File: src/verilog/byte_stream_pkg.sv
package byte_stream_pkg;

    typedef logic [31:0] word_t;
    typedef logic [31:0] addr_t;
    typedef logic [4:0]  instr_len_t;     // 1 to 16
    typedef logic [5:0]  byte_count_t;
    typedef logic [2:0]  prefix_count_t;

    // Longest legal x86 instruction
    localparam int WINDOW_BYTES = 16;

    // Lock, rep, segment, operand size, address size
    localparam int MAX_PREFIX = 5;

endpackage

File: src/verilog/x86_isa_pkg.sv
package x86_isa_pkg;

    typedef logic [7:0] byte_t;

    typedef enum logic [3:0] {
        op_alu,       // Two-operand ALU forms and accumulator forms
        op_alu_imm,   // 80/81/83 group
        op_mov,
        op_lea,
        op_xchg,
        op_push,
        op_pop,
        op_dec,
        op_div,
        op_call,
        op_jmp,
        op_ret,
        op_hlt,
        op_unknown
    } op_class_t;

    typedef enum logic [1:0] {
        size_8,
        size_16,
        size_32
    } op_size_t;

    typedef enum logic [1:0] {
        imm_none,
        imm_fixed,    // Already counted in the body length
        imm_opsize    // 2 or 4 bytes, set by the 66 prefix
    } imm_kind_t;

    typedef enum logic [1:0] {
        sk_w_bit,     // 8 bits when opcode bit 0 is clear
        sk_byte,
        sk_override   // 16 with a 66 prefix, else 32
    } size_kind_t;

endpackage

File: src/verilog/byte_window_if.sv
`timescale 1ns/1ps

interface byte_window_if;
    import byte_stream_pkg::*;
    import x86_isa_pkg::*;

    byte_t [WINDOW_BYTES-1:0] window;  // Byte 0 is the head
    byte_count_t              count;
    addr_t                    start_addr;
    logic                     start_seen;
    logic                     pop;
    instr_len_t               pop_len;

    modport queue (output window, count, start_addr, start_seen, input pop, pop_len);
    modport scan (input window);
    modport assemble (input window, count, start_addr, start_seen, output pop, pop_len);

endinterface

File: src/verilog/fetch_queue.sv
`timescale 1ns/1ps

module fetch_queue #(
    parameter int QUEUE_WORDS = 6
) (
    input  logic                   i_clk,
    input  logic                   i_reset,
    input  logic                   i_word_valid,
    input  byte_stream_pkg::word_t i_word,
    output logic                   o_word_credit,
    byte_window_if.queue           win
);
    import byte_stream_pkg::*;
    import x86_isa_pkg::*;

    localparam int QUEUE_BYTES = QUEUE_WORDS * 4;
    localparam int OWED_BITS = $clog2(QUEUE_WORDS + 1) + 1;

    typedef enum logic {
        await_start,
        stream
    } state_t;

    state_t               state;
    byte_t                bytes_q [QUEUE_BYTES];
    byte_t                bytes_d [QUEUE_BYTES];
    byte_count_t          count_q;
    byte_count_t          kept;          // Bytes left after this cycle's pop
    instr_len_t           shift;
    logic                 start_take;
    logic                 append;
    logic [1:0]           pop_frac;      // Popped bytes short of a whole slot
    logic [4:0]           frac_sum;
    logic [OWED_BITS-1:0] credits_owed;

    assign start_take = i_word_valid && (state == await_start);
    assign append = i_word_valid && (state == stream);

    always_comb begin
        shift = '0;
        if (win.pop) begin
            shift = win.pop_len;
        end
        kept = count_q - byte_count_t'(shift);
        frac_sum = {3'b000, pop_frac} + shift;
        for (int i = 0; i < QUEUE_BYTES; i++) begin
            bytes_d[i] = bytes_q[i];
            if (i + int'(shift) < QUEUE_BYTES) begin
                bytes_d[i] = bytes_q[i + int'(shift)];
            end
            // New word lands right behind the bytes still held
            if (append && i >= int'(kept) && i < int'(kept) + 4) begin
                bytes_d[i] = i_word[8 * (i - int'(kept)) +: 8];
            end
        end
    end

    always_ff @(posedge i_clk) begin
        if (i_reset) begin
            state <= await_start;
            count_q <= '0;
            pop_frac <= '0;
            credits_owed <= '0;
            o_word_credit <= 1'b0;
        end else begin
            if (start_take) begin
                state <= stream;
            end
            count_q <= kept + (append ? byte_count_t'(4) : byte_count_t'(0));
            pop_frac <= frac_sum[1:0];
            o_word_credit <= (credits_owed != 0);  // One credit per cycle at most
            credits_owed <= credits_owed + OWED_BITS'(frac_sum[4:2])
                + OWED_BITS'(start_take) - OWED_BITS'(credits_owed != 0);
        end
    end

    always_ff @(posedge i_clk) begin
        bytes_q <= bytes_d;
        if (start_take) begin
            win.start_addr <= i_word;
        end
    end

    always_comb begin
        for (int k = 0; k < WINDOW_BYTES; k++) begin
            win.window[k] = bytes_q[k];
        end
    end

    assign win.count = count_q;
    assign win.start_seen = (state == stream);

endmodule

File: src/verilog/instr_assembler.sv
`timescale 1ns/1ps

module instr_assembler (
    input  logic                                 i_clk,
    input  logic                                 i_reset,
    byte_window_if.assemble                      win,
    input  byte_stream_pkg::prefix_count_t       i_prefix_count,
    input  logic                                 i_opsize_override,
    input  x86_isa_pkg::op_class_t               i_op_class [byte_stream_pkg::MAX_PREFIX+1],
    input  x86_isa_pkg::size_kind_t              i_size_kind [byte_stream_pkg::MAX_PREFIX+1],
    input  logic [byte_stream_pkg::MAX_PREFIX:0] i_w_bit,
    input  byte_stream_pkg::instr_len_t          i_body_len [byte_stream_pkg::MAX_PREFIX+1],
    input  x86_isa_pkg::imm_kind_t               i_imm_kind [byte_stream_pkg::MAX_PREFIX+1],
    output logic                                 o_instr_valid,
    input  logic                                 i_instr_ready,
    output byte_stream_pkg::addr_t               o_instr_addr,
    output byte_stream_pkg::instr_len_t          o_instr_len,
    output byte_stream_pkg::prefix_count_t       o_prefix_count,
    output x86_isa_pkg::op_class_t               o_op_class,
    output x86_isa_pkg::op_size_t                o_op_size
);
    import byte_stream_pkg::*;
    import x86_isa_pkg::*;

    instr_len_t imm_len;
    instr_len_t len;
    op_size_t   op_size;
    addr_t      next_addr;
    logic       addr_live;   // Start address loaded
    logic       fire;

    // The decoder whose offset equals the prefix count sees the real opcode
    always_comb begin
        imm_len = '0;
        if (i_imm_kind[i_prefix_count] == imm_opsize) begin
            imm_len = i_opsize_override ? 5'd2 : 5'd4;
        end
        len = instr_len_t'(i_prefix_count) + i_body_len[i_prefix_count] + imm_len;
        if (i_size_kind[i_prefix_count] == sk_byte ||
            (i_size_kind[i_prefix_count] == sk_w_bit && !i_w_bit[i_prefix_count])) begin
            op_size = size_8;
        end else if (i_opsize_override) begin
            op_size = size_16;
        end else begin
            op_size = size_32;
        end
    end

    assign fire = addr_live && (win.count >= byte_count_t'(len))
        && (!o_instr_valid || i_instr_ready);
    assign win.pop = fire;
    assign win.pop_len = len;

    always_ff @(posedge i_clk) begin
        if (i_reset) begin
            o_instr_valid <= 1'b0;
            addr_live <= 1'b0;
        end else begin
            if (!addr_live) begin
                addr_live <= win.start_seen;
            end
            if (fire) begin
                o_instr_valid <= 1'b1;
            end else if (i_instr_ready) begin
                o_instr_valid <= 1'b0;
            end
        end
    end

    always_ff @(posedge i_clk) begin
        if (!addr_live) begin
            next_addr <= win.start_addr;
        end else if (fire) begin
            next_addr <= next_addr + addr_t'(len);
        end
        if (fire) begin
            o_instr_addr <= next_addr;
            o_instr_len <= len;
            o_prefix_count <= i_prefix_count;
            o_op_class <= i_op_class[i_prefix_count];
            o_op_size <= op_size;
        end
    end

endmodule

File: src/verilog/opcode_length_decoder.sv
`timescale 1ns/1ps

module opcode_length_decoder (
    input  x86_isa_pkg::byte_t [6:0]    i_bytes,
    output x86_isa_pkg::op_class_t      o_op_class,
    output x86_isa_pkg::size_kind_t     o_size_kind,
    output logic                        o_w_bit,
    output byte_stream_pkg::instr_len_t o_body_len,
    output x86_isa_pkg::imm_kind_t      o_imm_kind
);
    import byte_stream_pkg::*;
    import x86_isa_pkg::*;

    byte_t      opcode;
    byte_t      modrm;
    byte_t      sib;
    logic       has_modrm;
    instr_len_t modrm_len;    // ModRM plus SIB plus displacement
    instr_len_t fixed_len;

    assign opcode = i_bytes[0];
    assign modrm = i_bytes[1];
    assign sib = i_bytes[2];
    assign o_w_bit = opcode[0];

    always_comb begin
        o_op_class = op_unknown;  // Covers 0f too
        o_size_kind = sk_override;
        o_imm_kind = imm_none;
        has_modrm = 1'b0;
        fixed_len = '0;
        case (opcode) inside
            [8'h00:8'h03], [8'h20:8'h23], [8'h28:8'h2b], [8'h30:8'h33], [8'h38:8'h3b]: begin
                o_op_class = op_alu;
                o_size_kind = sk_w_bit;
                has_modrm = 1'b1;
            end
            8'h04, 8'h24, 8'h2c, 8'h34, 8'h3c: begin  // al, imm8
                o_op_class = op_alu;
                o_size_kind = sk_byte;
                o_imm_kind = imm_fixed;
                fixed_len = 5'd1;
            end
            8'h05, 8'h25, 8'h2d, 8'h35, 8'h3d: begin
                o_op_class = op_alu;
                o_imm_kind = imm_opsize;
            end
            8'h80, 8'h83: begin  // 83 sign-extends its imm8
                o_op_class = op_alu_imm;
                o_size_kind = sk_w_bit;
                o_imm_kind = imm_fixed;
                has_modrm = 1'b1;
                fixed_len = 5'd1;
            end
            8'h81: begin
                o_op_class = op_alu_imm;
                o_imm_kind = imm_opsize;
                has_modrm = 1'b1;
            end
            [8'h88:8'h8b], 8'hc6: begin
                o_op_class = op_mov;
                o_size_kind = sk_w_bit;
                has_modrm = 1'b1;
                if (opcode == 8'hc6) begin
                    o_imm_kind = imm_fixed;
                    fixed_len = 5'd1;
                end
            end
            8'h8c, 8'h8e: begin  // Segment register moves
                o_op_class = op_mov;
                has_modrm = 1'b1;
            end
            8'hc7: begin
                o_op_class = op_mov;
                o_imm_kind = imm_opsize;
                has_modrm = 1'b1;
            end
            [8'ha0:8'ha3]: begin  // moffs32
                o_op_class = op_mov;
                o_size_kind = sk_w_bit;
                o_imm_kind = imm_fixed;
                fixed_len = 5'd4;
            end
            [8'hb0:8'hb7]: begin
                o_op_class = op_mov;
                o_size_kind = sk_byte;
                o_imm_kind = imm_fixed;
                fixed_len = 5'd1;
            end
            [8'hb8:8'hbf]: begin
                o_op_class = op_mov;
                o_imm_kind = imm_opsize;
            end
            8'h8d: begin
                o_op_class = op_lea;
                has_modrm = 1'b1;
            end
            8'h86, 8'h87, 8'hfe, 8'hf6, 8'hf7: begin
                o_op_class = (opcode == 8'hfe) ? op_dec :
                             (opcode[7:4] == 4'hf) ? op_div : op_xchg;
                o_size_kind = sk_w_bit;
                has_modrm = 1'b1;
            end
            [8'h90:8'h97]: o_op_class = op_xchg;
            [8'h50:8'h57]: o_op_class = op_push;
            [8'h58:8'h5f]: o_op_class = op_pop;
            8'he8, 8'he9, 8'heb: begin  // Relative targets
                o_op_class = (opcode == 8'he8) ? op_call : op_jmp;
                o_imm_kind = imm_fixed;
                fixed_len = (opcode == 8'heb) ? 5'd1 : 5'd4;
            end
            8'hc2, 8'hca: begin
                o_op_class = op_ret;
                o_imm_kind = imm_fixed;
                fixed_len = 5'd2;
            end
            8'hc3, 8'hcb: o_op_class = op_ret;
            8'hf4: o_op_class = op_hlt;
            default: ;
        endcase
    end

    // 32-bit addressing forms
    always_comb begin
        modrm_len = 5'd1;
        case (modrm[7:6])
            2'b00: begin
                if (modrm[2:0] == 3'b101) begin
                    modrm_len = 5'd5;  // disp32 with no base
                end else if (modrm[2:0] == 3'b100) begin
                    modrm_len = (sib[2:0] == 3'b101) ? 5'd6 : 5'd2;
                end
            end
            2'b01: modrm_len = (modrm[2:0] == 3'b100) ? 5'd3 : 5'd2;
            2'b10: modrm_len = (modrm[2:0] == 3'b100) ? 5'd6 : 5'd5;
            default: ;
        endcase
    end

    assign o_body_len = 5'd1 + (has_modrm ? modrm_len : 5'd0) + fixed_len;

endmodule

File: src/verilog/prefix_scanner.sv
`timescale 1ns/1ps

module prefix_scanner (
    byte_window_if.scan                    win,
    output byte_stream_pkg::prefix_count_t o_prefix_count,
    output logic                           o_opsize_override
);
    import byte_stream_pkg::*;
    import x86_isa_pkg::*;

    prefix_count_t pos;
    logic          opsize;

    function automatic logic slot_match(input int slot, input byte_t b);
        case (slot)
            0: return b == 8'hf0;                                          // Lock
            1: return b inside {8'hf2, 8'hf3};                             // Repne, rep
            2: return b inside {8'h26, 8'h2e, 8'h36, 8'h3e, 8'h64, 8'h65}; // Segment
            3: return b == 8'h66;
            default: return b == 8'h67;
        endcase
    endfunction

    // Each slot is tried once, at the byte after the last match
    always_comb begin
        pos = '0;
        opsize = 1'b0;
        for (int slot = 0; slot < MAX_PREFIX; slot++) begin
            if (slot_match(slot, win.window[pos])) begin
                if (slot == 3) begin
                    opsize = 1'b1;
                end
                pos = pos + 1'b1;
            end
        end
    end

    assign o_prefix_count = pos;
    assign o_opsize_override = opsize;

endmodule

File: src/verilog/x86_length_decoder.sv
`timescale 1ns/1ps

module x86_length_decoder #(
    parameter int QUEUE_WORDS = 6
) (
    input  logic                           i_clk,
    input  logic                           i_reset,
    input  logic                           i_word_valid,
    input  byte_stream_pkg::word_t         i_word,
    output logic                           o_word_credit,
    output logic                           o_instr_valid,
    input  logic                           i_instr_ready,
    output byte_stream_pkg::addr_t         o_instr_addr,
    output byte_stream_pkg::instr_len_t    o_instr_len,
    output byte_stream_pkg::prefix_count_t o_prefix_count,
    output x86_isa_pkg::op_class_t         o_op_class,
    output x86_isa_pkg::op_size_t          o_op_size
);
    import byte_stream_pkg::*;
    import x86_isa_pkg::*;

    prefix_count_t         prefix_count;
    logic                  opsize_override;
    op_class_t             dec_op_class [MAX_PREFIX+1];
    size_kind_t            dec_size_kind [MAX_PREFIX+1];
    logic [MAX_PREFIX:0]   dec_w_bit;
    instr_len_t            dec_body_len [MAX_PREFIX+1];
    imm_kind_t             dec_imm_kind [MAX_PREFIX+1];

    byte_window_if win_if ();

    fetch_queue #(
        .QUEUE_WORDS(QUEUE_WORDS)
    ) fetch_queue_i (
        .i_clk         (i_clk),
        .i_reset       (i_reset),
        .i_word_valid  (i_word_valid),
        .i_word        (i_word),
        .o_word_credit (o_word_credit),
        .win           (win_if.queue)
    );

    prefix_scanner prefix_scanner_i (
        .win               (win_if.scan),
        .o_prefix_count    (prefix_count),
        .o_opsize_override (opsize_override)
    );

    // One decoder per possible prefix count
    for (genvar g = 0; g <= MAX_PREFIX; g++) begin : g_decoder
        opcode_length_decoder opcode_length_decoder_i (
            .i_bytes     (win_if.window[g +: 7]),
            .o_op_class  (dec_op_class[g]),
            .o_size_kind (dec_size_kind[g]),
            .o_w_bit     (dec_w_bit[g]),
            .o_body_len  (dec_body_len[g]),
            .o_imm_kind  (dec_imm_kind[g])
        );
    end

    instr_assembler instr_assembler_i (
        .i_clk             (i_clk),
        .i_reset           (i_reset),
        .win               (win_if.assemble),
        .i_prefix_count    (prefix_count),
        .i_opsize_override (opsize_override),
        .i_op_class        (dec_op_class),
        .i_size_kind       (dec_size_kind),
        .i_w_bit           (dec_w_bit),
        .i_body_len        (dec_body_len),
        .i_imm_kind        (dec_imm_kind),
        .o_instr_valid     (o_instr_valid),
        .i_instr_ready     (i_instr_ready),
        .o_instr_addr      (o_instr_addr),
        .o_instr_len       (o_instr_len),
        .o_prefix_count    (o_prefix_count),
        .o_op_class        (o_op_class),
        .o_op_size         (o_op_size)
    );

endmodule
File: config.mk
export PLATFORM = sky130hd
export DESIGN_NAME = x86_length_decoder
export DESIGN_NICKNAME = d
export VERILOG_FILES = /design/src/verilog/byte_stream_pkg.sv /design/src/verilog/x86_isa_pkg.sv /design/src/verilog/byte_window_if.sv /design/src/verilog/fetch_queue.sv /design/src/verilog/instr_assembler.sv /design/src/verilog/opcode_length_decoder.sv /design/src/verilog/prefix_scanner.sv /design/src/verilog/x86_length_decoder.sv
export SDC_FILE = /design/constraint.sdc
export NUM_CORES = 2
export LEC_CHECK = 0
export ABC_CLOCK_PERIOD_IN_PS = 35700
export BUFFER_PORTS_ARGS = -buffer_cell sky130_fd_sc_hd__buf_2
export CORE_MARGIN = 1
export CORE_UTILIZATION = 45
export DETAILED_ROUTE_END_ITERATION = 8
export PLACE_DENSITY = 0.57
export REMOVE_ABC_BUFFERS = 1
export SLEW_MARGIN = 10
export SYNTH_ARGS = -nofsm -noshare
export SYNTH_HDL_FRONTEND = slang
export SYNTH_HIERARCHICAL = 1
export SYNTH_SLANG_ARGS = --single-unit
File: constraint.sdc
create_clock -name i_clk -period 35.7 [get_ports i_clk]
set_input_delay 7.14 -clock i_clk [delete_from_list [all_inputs] [get_ports i_clk]]
set_output_delay 7.14 -clock i_clk [all_outputs]
set_load 0.02 [all_outputs]
### After elaboration in Yosys (flattened, before gate mapping)

Index checks and enable logic that the tools add are counted.

| storage, ports and cells | value |
|---|---|
| input port bits | 36 |
| logic and storage cells | 1591 |
| register bits | 318 |

| cells by class | value |
|---|---|
| magnitude comparators | 247 |
| shift operators | 24 |
| multiplexer cells | 728 |
| bitwise operators | 26 |
| add/sub/neg operators | 73 |
| equal/unequal tests | 231 |
| reduce and logical (&&, ||, !) cells | 224 |

Operators by type and width:

| kind | count |
|---|---|
| $eq 8x8->1 const B | 129 |
| $bmux 8 s5 | 24 |
| $mux 8 | 100 |
| $ge 32x6->1 const B | 24 |
| $shiftx 32x32->8 | 24 |
| $lt 32x6->1 const B | 23 |
| $not 32->32 | 23 |
| $mux 5 | 124 |
| $mux 4 | 116 |
| $eq 8x6->1 const B | 52 |
| $mux 2 | 203 |
| $lt 5x32->1 const A | 8 |
| $lt 6x32->1 const A | 8 |
| $ge 8x8->1 const B | 30 |
| $le 8x8->1 const B | 30 |
| $ge 8x6->1 const B | 24 |
| $le 8x6->1 const B | 24 |
| $lt 4x32->1 const A | 4 |
| $logic_and 1x1->1 | 125 |
| $reduce_or 5->1 | 24 |
| $mux 1 | 114 |
| $bmux 8 s3 | 4 |
| $eq 8x3->1 const B | 12 |
| $ge 8x7->1 const B | 12 |
| other kinds (64) | 292 |

### Longest topological paths before layout

| logic depth | value |
|---|---|
| word-level depth | 38 |
| depth in mapped cells | 60 |

### Modules after synthesis

The synthesis kept the hierarchy.

Modules (own cells, without submodules):

| module | instances | area an instance (µm²) | cells each |
|---|---|---|---|
| fetch_queue | 1 | 25296.8 | 2725 |
| instr_assembler | 1 | 4398.0 | 367 |
| opcode_length_decoder at g_decoder[0].opcode_length_decoder_i ... | 5 | 877.1 | 138 |
| prefix_scanner | 1 | 1192.4 | 166 |
| opcode_length_decoder at g_decoder[5].opcode_length_decoder_i | 1 | 764.5 | 123 |

### Least setup slack after synthesis

OpenSTA, ideal clock, no wires.

| timing path | value |
|---|---|
| path kind | flip-flop to flip-flop |
| start | register fetch_queue_i.bytes_q (netlist bit fetch_queue_i/win.window[9]) |
| end | register fetch_queue_i.bytes_q (netlist bit fetch_queue_i/win.window[112]), enable pin |
| data required time | 35.332 ns |
| path buffers | 14 |
| period minus slack after synthesis | 14.868 ns |
| library setup time | 0.368 ns |
| data arrival time | 14.501 ns |
| stages on the path, launching flop included | 60 |
| slack | 20.832 ns |
| path through | edfxtp_1 -> buf_4 -> and4b_1 -> and4_1 -> o21ba_2 -> ha_1 -> buf_6 -> nor4b_2 -> a311oi_2 -> a211oi_4 -> nor3_1 -> or2_1 -> buf_6 -> inv_2 -> ha_1 -> inv_1 -> o21a_1 -> a31oi_1 -> [... 24 more ...] -> buf_2 -> buf_2 -> ha_1 -> inv_1 -> fa_1 -> xor2_1 -> clkbuf_1 -> ha_1 -> clkbuf_1 -> inv_1 -> a21oi_1 -> nor3b_1 -> mux2_4 -> and2_4 -> buf_6 -> a221o_1 -> clkbuf_1 -> o21ai_0 |

| on the way | value |
|---|---|
| elaborated cells between the ends (all ways) | 191 |
| classes of those cells | 12 x add/sub; 28 x order compare; 41 x eq/ne; 81 x mux; 1 x bitwise; 28 x reduce/logical |

RTL lines:

| what | RTL line | text |
|---|---|---|
| from (decl) | fetch_queue.sv:25 | `byte_t bytes_q [QUEUE_BYTES];` |
| from (signal assigned) | fetch_queue.sv:78 | `bytes_q <= bytes_d;` |
| $bmux 8 s3 | prefix_scanner.sv:29 | `if (slot_match(slot, win.window[pos])) begin` |
| $mux 8 (implied by the code) | prefix_scanner.sv:29 |  |
| $eq 8x8->1 | prefix_scanner.sv:17 | `1: return b inside {8'hf2, 8'hf3};` |
| $reduce_bool 2->1 | prefix_scanner.sv:17 |  |
| $mux 3 | prefix_scanner.sv:29 |  |
| $bmux 8 s3 | prefix_scanner.sv:29 |  |
| $mux 8 (implied by the code) | prefix_scanner.sv:29 |  |
| $eq 8x6->1 / $eq 8x7->1 (equally long branches) | prefix_scanner.sv:18 | `2: return b inside {8'h26, 8'h2e, 8'h36, 8'h3e, 8'h64, 8'h65};` |
| [... 10 more ...] | -- |  |
| net prefix_count[0] | x86_length_decoder.sv:22 | `prefix_count_t prefix_count;` |
| [... 7 more ...] | -- |  |
| net win_if.pop_len[3] | byte_window_if.sv:12 | `instr_len_t pop_len;` |
| [... 2 more ...] | -- |  |
| $logic_and 1x1->1 * | instr_assembler.sv:50 | `&& (!o_instr_valid \|\| i_instr_ready);` |
| net win_if.pop | byte_window_if.sv:11 | `logic pop;` |
| $mux 5 * | fetch_queue.sv:41 | `if (win.pop) begin` |
| $sub 6x5->6 | fetch_queue.sv:44 | `kept = count_q - byte_count_t'(shift);` |
| $add 6x3->7 / $ge 4x6->1 (equally long branches) | fetch_queue.sv:52 | `if (append && i >= int'(kept) && i < int'(kept) + 4) begin` |
| $lt 5x32->1 / $logic_and 1x1->1 (equally long branches) | fetch_queue.sv:52 |  |
| $logic_and 1x1->1 | fetch_queue.sv:52 |  |
| $reduce_bool 2->1 (no line) * | -- |  |

Mark *: on every way through the listed nets, which the timed path passes. The select of a mux whose other input is x is not followed.
A chain may end at the register's enable or synchronous reset.

### Final worst setup path

| timing path | value |
|---|---|
| start | register fetch_queue_i.bytes_q (netlist bit fetch_queue_i/win.window[11]) |
| end | register fetch_queue_i.bytes_q (netlist bit fetch_queue_i/win.window[63]), enable pin |

| on the way | value |
|---|---|
| elaborated cells between the ends (all ways) | 181 |
| classes of those cells | 10 x add/sub; 28 x order compare; 39 x eq/ne; 75 x mux; 1 x bitwise; 28 x reduce/logical |

RTL lines:

| what | RTL line |
|---|---|
| $bmux 8 s3 | prefix_scanner.sv:29 |
| $mux 8 (implied by the code) | prefix_scanner.sv:29 |
| $eq 8x8->1 | prefix_scanner.sv:17 |
| $reduce_bool 2->1 | prefix_scanner.sv:17 |
| $mux 3 | prefix_scanner.sv:29 |
| $bmux 8 s3 | prefix_scanner.sv:29 |
| $mux 8 (implied by the code) | prefix_scanner.sv:29 |
| $eq 8x6->1 / $eq 8x7->1 (equally long branches) | prefix_scanner.sv:18 |
| [... 10 more ...] | -- |
| net prefix_count[0] | x86_length_decoder.sv:22 |
| [... 7 more ...] | -- |
| net win_if.pop_len[3] | byte_window_if.sv:12 |
| [... 2 more ...] | -- |
| $logic_and 1x1->1 * | instr_assembler.sv:50 |
| net win_if.pop | byte_window_if.sv:11 |
| $mux 5 * | fetch_queue.sv:41 |
| $sub 6x5->6 | fetch_queue.sv:44 |
| $add 6x3->7 / $ge 3x6->1 (equally long branches) | fetch_queue.sv:52 |
| $lt 4x32->1 / $logic_and 1x1->1 (equally long branches) | fetch_queue.sv:52 |
| $logic_and 1x1->1 | fetch_queue.sv:52 |
| $reduce_bool 2->1 (no line) * | -- |

Marks and branches as above.

==> load_flow_metrics.sql <==
INSERT INTO impl_metrics (metric_group, metric, value, unit) VALUES
('clock_tree', 'cts_hold_repair.buffers', '0', ''),
('flow_run', 'drv_cap', '1', ''),
('synthesis', 'total_standard_cell_area_after_synthesis', '35600', 'sq um'),
('run_status', 'violated_checks', 'capacitance limit, slew limit', ''),
('cells_and_area', 'fin_cells', '4931', ''),
('place', 'place.detailed.hpwl', '133000', 'um'),
('route', 'route.antenna.remaining_nets', '0', ''),
('critical_path', 'worst_r2r_startpoint', 'fetch_queue_i/win.window[11]', ''),
('route', 'vias', '34300', ''),
('die', 'die_y', '283', 'um'),
('min_path', 'whs_endpoint', 'instr_assembler_i/o_instr_addr[0]', ''),
('synthesis', 'syn_area_per_cell', '8.87', 'sq um'),
('cells_and_area', 'diodes', '0', ''),
('cells_and_area', 'drive_gt1_frac', '0.132', ''),
('critical_path', 'cp.buffers_inverters', '12', ''),
('clock_tree', 'cts_max_level', '2', ''),
('clock_tree', 'tritoncts.num_buffers', '41', ''),
('grt', 'groute.usage.overall', '0.410', ''),
('critical_path', 'timing.critical_path.to_type', 'register', ''),
('place', 'placedCellCount', '4856', ''),
('clock_tree', 'clockRootBuffer', 'clkbuf_16', ''),
('clock_tree', 'cts.sink_count', '318', ''),
('critical_path', 'timing.critical_path.slowest_cell_delay', '930', 'ps'),
('die', 'core_outline_area', '77800', 'sq um'),
('critical_path', 'critical_path.top_delay_family', 'compound AO/OA/AOI/OAI gates', ''),
('die', 'chipWidth', '283', 'um'),
('timing', 'maxSlewHeadroom', '-0.00428', ''),
('route', 'dr.pass1.iters', '9', ''),
('timing', 'timing.final.crit_period', '14660', 'ps'),
('critical_path', 'cp_common_cell', 'ha_1', ''),
('timing', 'fmax', '68.2', 'MHz'),
('timing', 'fin_ws', '21040', 'ps'),
('critical_path', 'ff2ff_setup_slack', '21040', 'ps'),
('route', 'drc_errors', '0', ''),
('synthesis', 'yosysWarningCount', '6', ''),
('clock_tree', 'cts.reportedPaths.clkPinSlew', '60', 'ps'),
('critical_path', 'worst-r2r-cell-count', '50', ''),
('critical_path', 'cp_slowest_cell', 'o211ai_1', ''),
('critical_path', 'r2r_end', 'fetch_queue_i/win.window[63]', ''),
('die', 'core.rowCount', '102', ''),
('die', 'io_pins', '84', ''),
('timing', 'fin_crit_sh', '0.411', ''),
('timing', 'rsz0062_at_grt', 'no', ''),
('timing', 'fin_tns_setup', '0', 'ps'),
('grt', 'maximum_number_of_pins_on_one_net_before_global_route_repair', '71', ''),
('place', 'globalplace.congestion', '1.08', ''),
('min_path', 'worst_hold_path.num_cells', '0', ''),
('timing', 'final_max_slew_viol_count', '1', ''),
('timing', 'holdWs', '463', 'ps'),
('place', 'pre_cts_ws', '21300', 'ps'),
('clock_tree', 'post_cts_buffers', '0', ''),
('cells_and_area', 'syn2layout_area_growth', '5.91', '%'),
('grt', 'antenna_violations_before_repair', '10', ''),
('min_path', 'timing.hold.worst.class', 'register to register', ''),
('die', 'initial_core_util', '0.457', ''),
('route', 'drt-wirelength-per-cell', '34.6', 'um'),
('clock_tree', 'clk_buf_depth', '3', ''),
('timing', 'final-hold-violation-count', '0', ''),
('critical_path', 'startpoint_class', 'register', ''),
('clock_tree', 'tritoncts', 'built', ''),
('run_status', 'outcome', 'complete, but fails checks', ''),
('clock_tree', 'clkLatencyLatePin', '590', 'ps'),
('clock_tree', 'cts_resized', '0', ''),
('min_path', 'min-delay-start', 'instr_assembler_i/next_addr[0]', ''),
('grt', 'first_pass_grt_wire_length', '236000', 'um'),
('timing', 'timing_worst_slew_pin_value', '1490', 'ps'),
('die', 'design.die.area', '80100', 'sq um'),
('timing', 'final_setup_violations', '0', ''),
('grt', 'via_count_of_the_first_global_routing_pass', '30700', ''),
('synthesis', 'syn-instance-count', '4007', ''),
('route', 'wl', '171000', 'um'),
('grt', 'grt_remaining_overflow', '0', ''),
('critical_path', 'worst_setup_path_type', 'register to register', ''),
('cells_and_area', 'finish.net_count', '3988', ''),
('route', 'drt-initial-drc-count', '5767', ''),
('route', 'via_per_inst', '6.97', ''),
('critical_path', 'peak_fanout_along_the_critical_path', '46', ''),
('critical_path', 'required_arrival_time_at_the_worst_endpoint', '35910', 'ps'),
('place', 'buffer_ports.inserted', '83', ''),
('timing', 'timing.clock.skew', '28.3', 'ps'),
('critical_path', 'arrival_time_worst_endpoint', '14880', 'ps');
-- metal layers --
metal	GRT usage	up-vias	routed length (um)
li1	-	14800	-
met1	0.562	16600	67200
met2	0.591	2501	71400
met3	0.0849	436	20000
met4	0.248	0	12300
met5	0	-	0
-- cells in the final DEF (no fill, tap or decap), drive strengths merged, types with 37 or more instances in the layout --
cell type / instances
or2: 41
nand3: 94
and3: 45
nor2: 328
xnor2: 50
nand2: 420
mux4: 101
buf: 177
edfxtp: 302
inv: 113
nand4: 39
o21ai: 116
a221oi: 37
mux2i: 546
ha: 79
a21oi: 225
a211oi: 89
clkbuf: 49
mux2: 78
nor3: 101
nor2b: 88
nand2b: 67
o22ai: 90
a31oi: 64
-- how the worst max path moves through the flow --
stage                     slack [ps]                    startpoint  cells past startpoint                           end
after floorplan                 9100  fetch_queue_i/win.window[14]                     37  fetch_queue_i/win.window[58]
after global placement         21440  fetch_queue_i/win.window[11]                     50  fetch_queue_i/win.window[61]
after detailed placement       21300  fetch_queue_i/win.window[11]                     50  fetch_queue_i/win.window[61]
after CTS                      21300  fetch_queue_i/win.window[11]                     48  fetch_queue_i/win.window[63]
after global routing           20070   fetch_queue_i/win.window[6]                     50  fetch_queue_i/win.window[63]
final                          21040  fetch_queue_i/win.window[11]                     50  fetch_queue_i/win.window[63]
-- worst reg2reg max path, delay by kind of cell, from the launching register on --
kind                     cells  cell delay (ps)
XOR/XNOR                     3              450
AND/OR/NAND/NOR             12             2750
adder cells (fa/ha/maj)      9             3420
flip-flops                   1              810
multiplexers                 2              760
buffers and inverters       12             2650
AO/OA/AOI/OAI               12             3470
-- final cells by class --
cell class                 instances  area (sq um)
timing repair buffer             177          1120
inverter                         109           412
tap                             1040          1300
clock buffer                      49          1110
multi-input combinational       3212         24100
sequential                       318          9390
clock inverter                    26           270
fill                            7571         40200
-- registers in the layout, summed over array words and instances, names as in the netlist --
| register | flops |
|---|---|
| fetch_queue_i/o_word_credit | 1 |
| fetch_queue_i/credits_owed | 4 |
| fetch_queue_i/win.window | 128 |
| instr_assembler_i/o_op_size | 2 |
| instr_assembler_i/o_instr_valid | 1 |
| instr_assembler_i/addr_live | 1 |
| instr_assembler_i/next_addr | 32 |
| fetch_queue_i/pop_frac | 2 |
| fetch_queue_i/win.count | 6 |
| fetch_queue_i/bytes_q | 64 |
| instr_assembler_i/o_prefix_count | 3 |
| instr_assembler_i/o_instr_addr | 32 |
| fetch_queue_i/win.start_addr | 32 |
| instr_assembler_i/o_instr_len | 5 |
| fetch_queue_i/win.start_seen | 1 |
| instr_assembler_i/o_op_class | 4 |
-- per-stage QoR --
| stage | utilization | area [sq um] |
|---|---|---|
| 6_report | 0.484 | 37700 |
| 3_5_place_dp | 0.466 | 36300 |
| 2_1_floorplan | - | 33700 |
| 3_3_place_gp | 0.466 | 36300 |
| 5_1_grt | 0.484 | 37700 |
| 4_1_cts | 0.484 | 37700 |
Power is left out: the tool's default activity adds up to more than one toggle a clock period on the data nets, which glitch-free logic cannot reach.
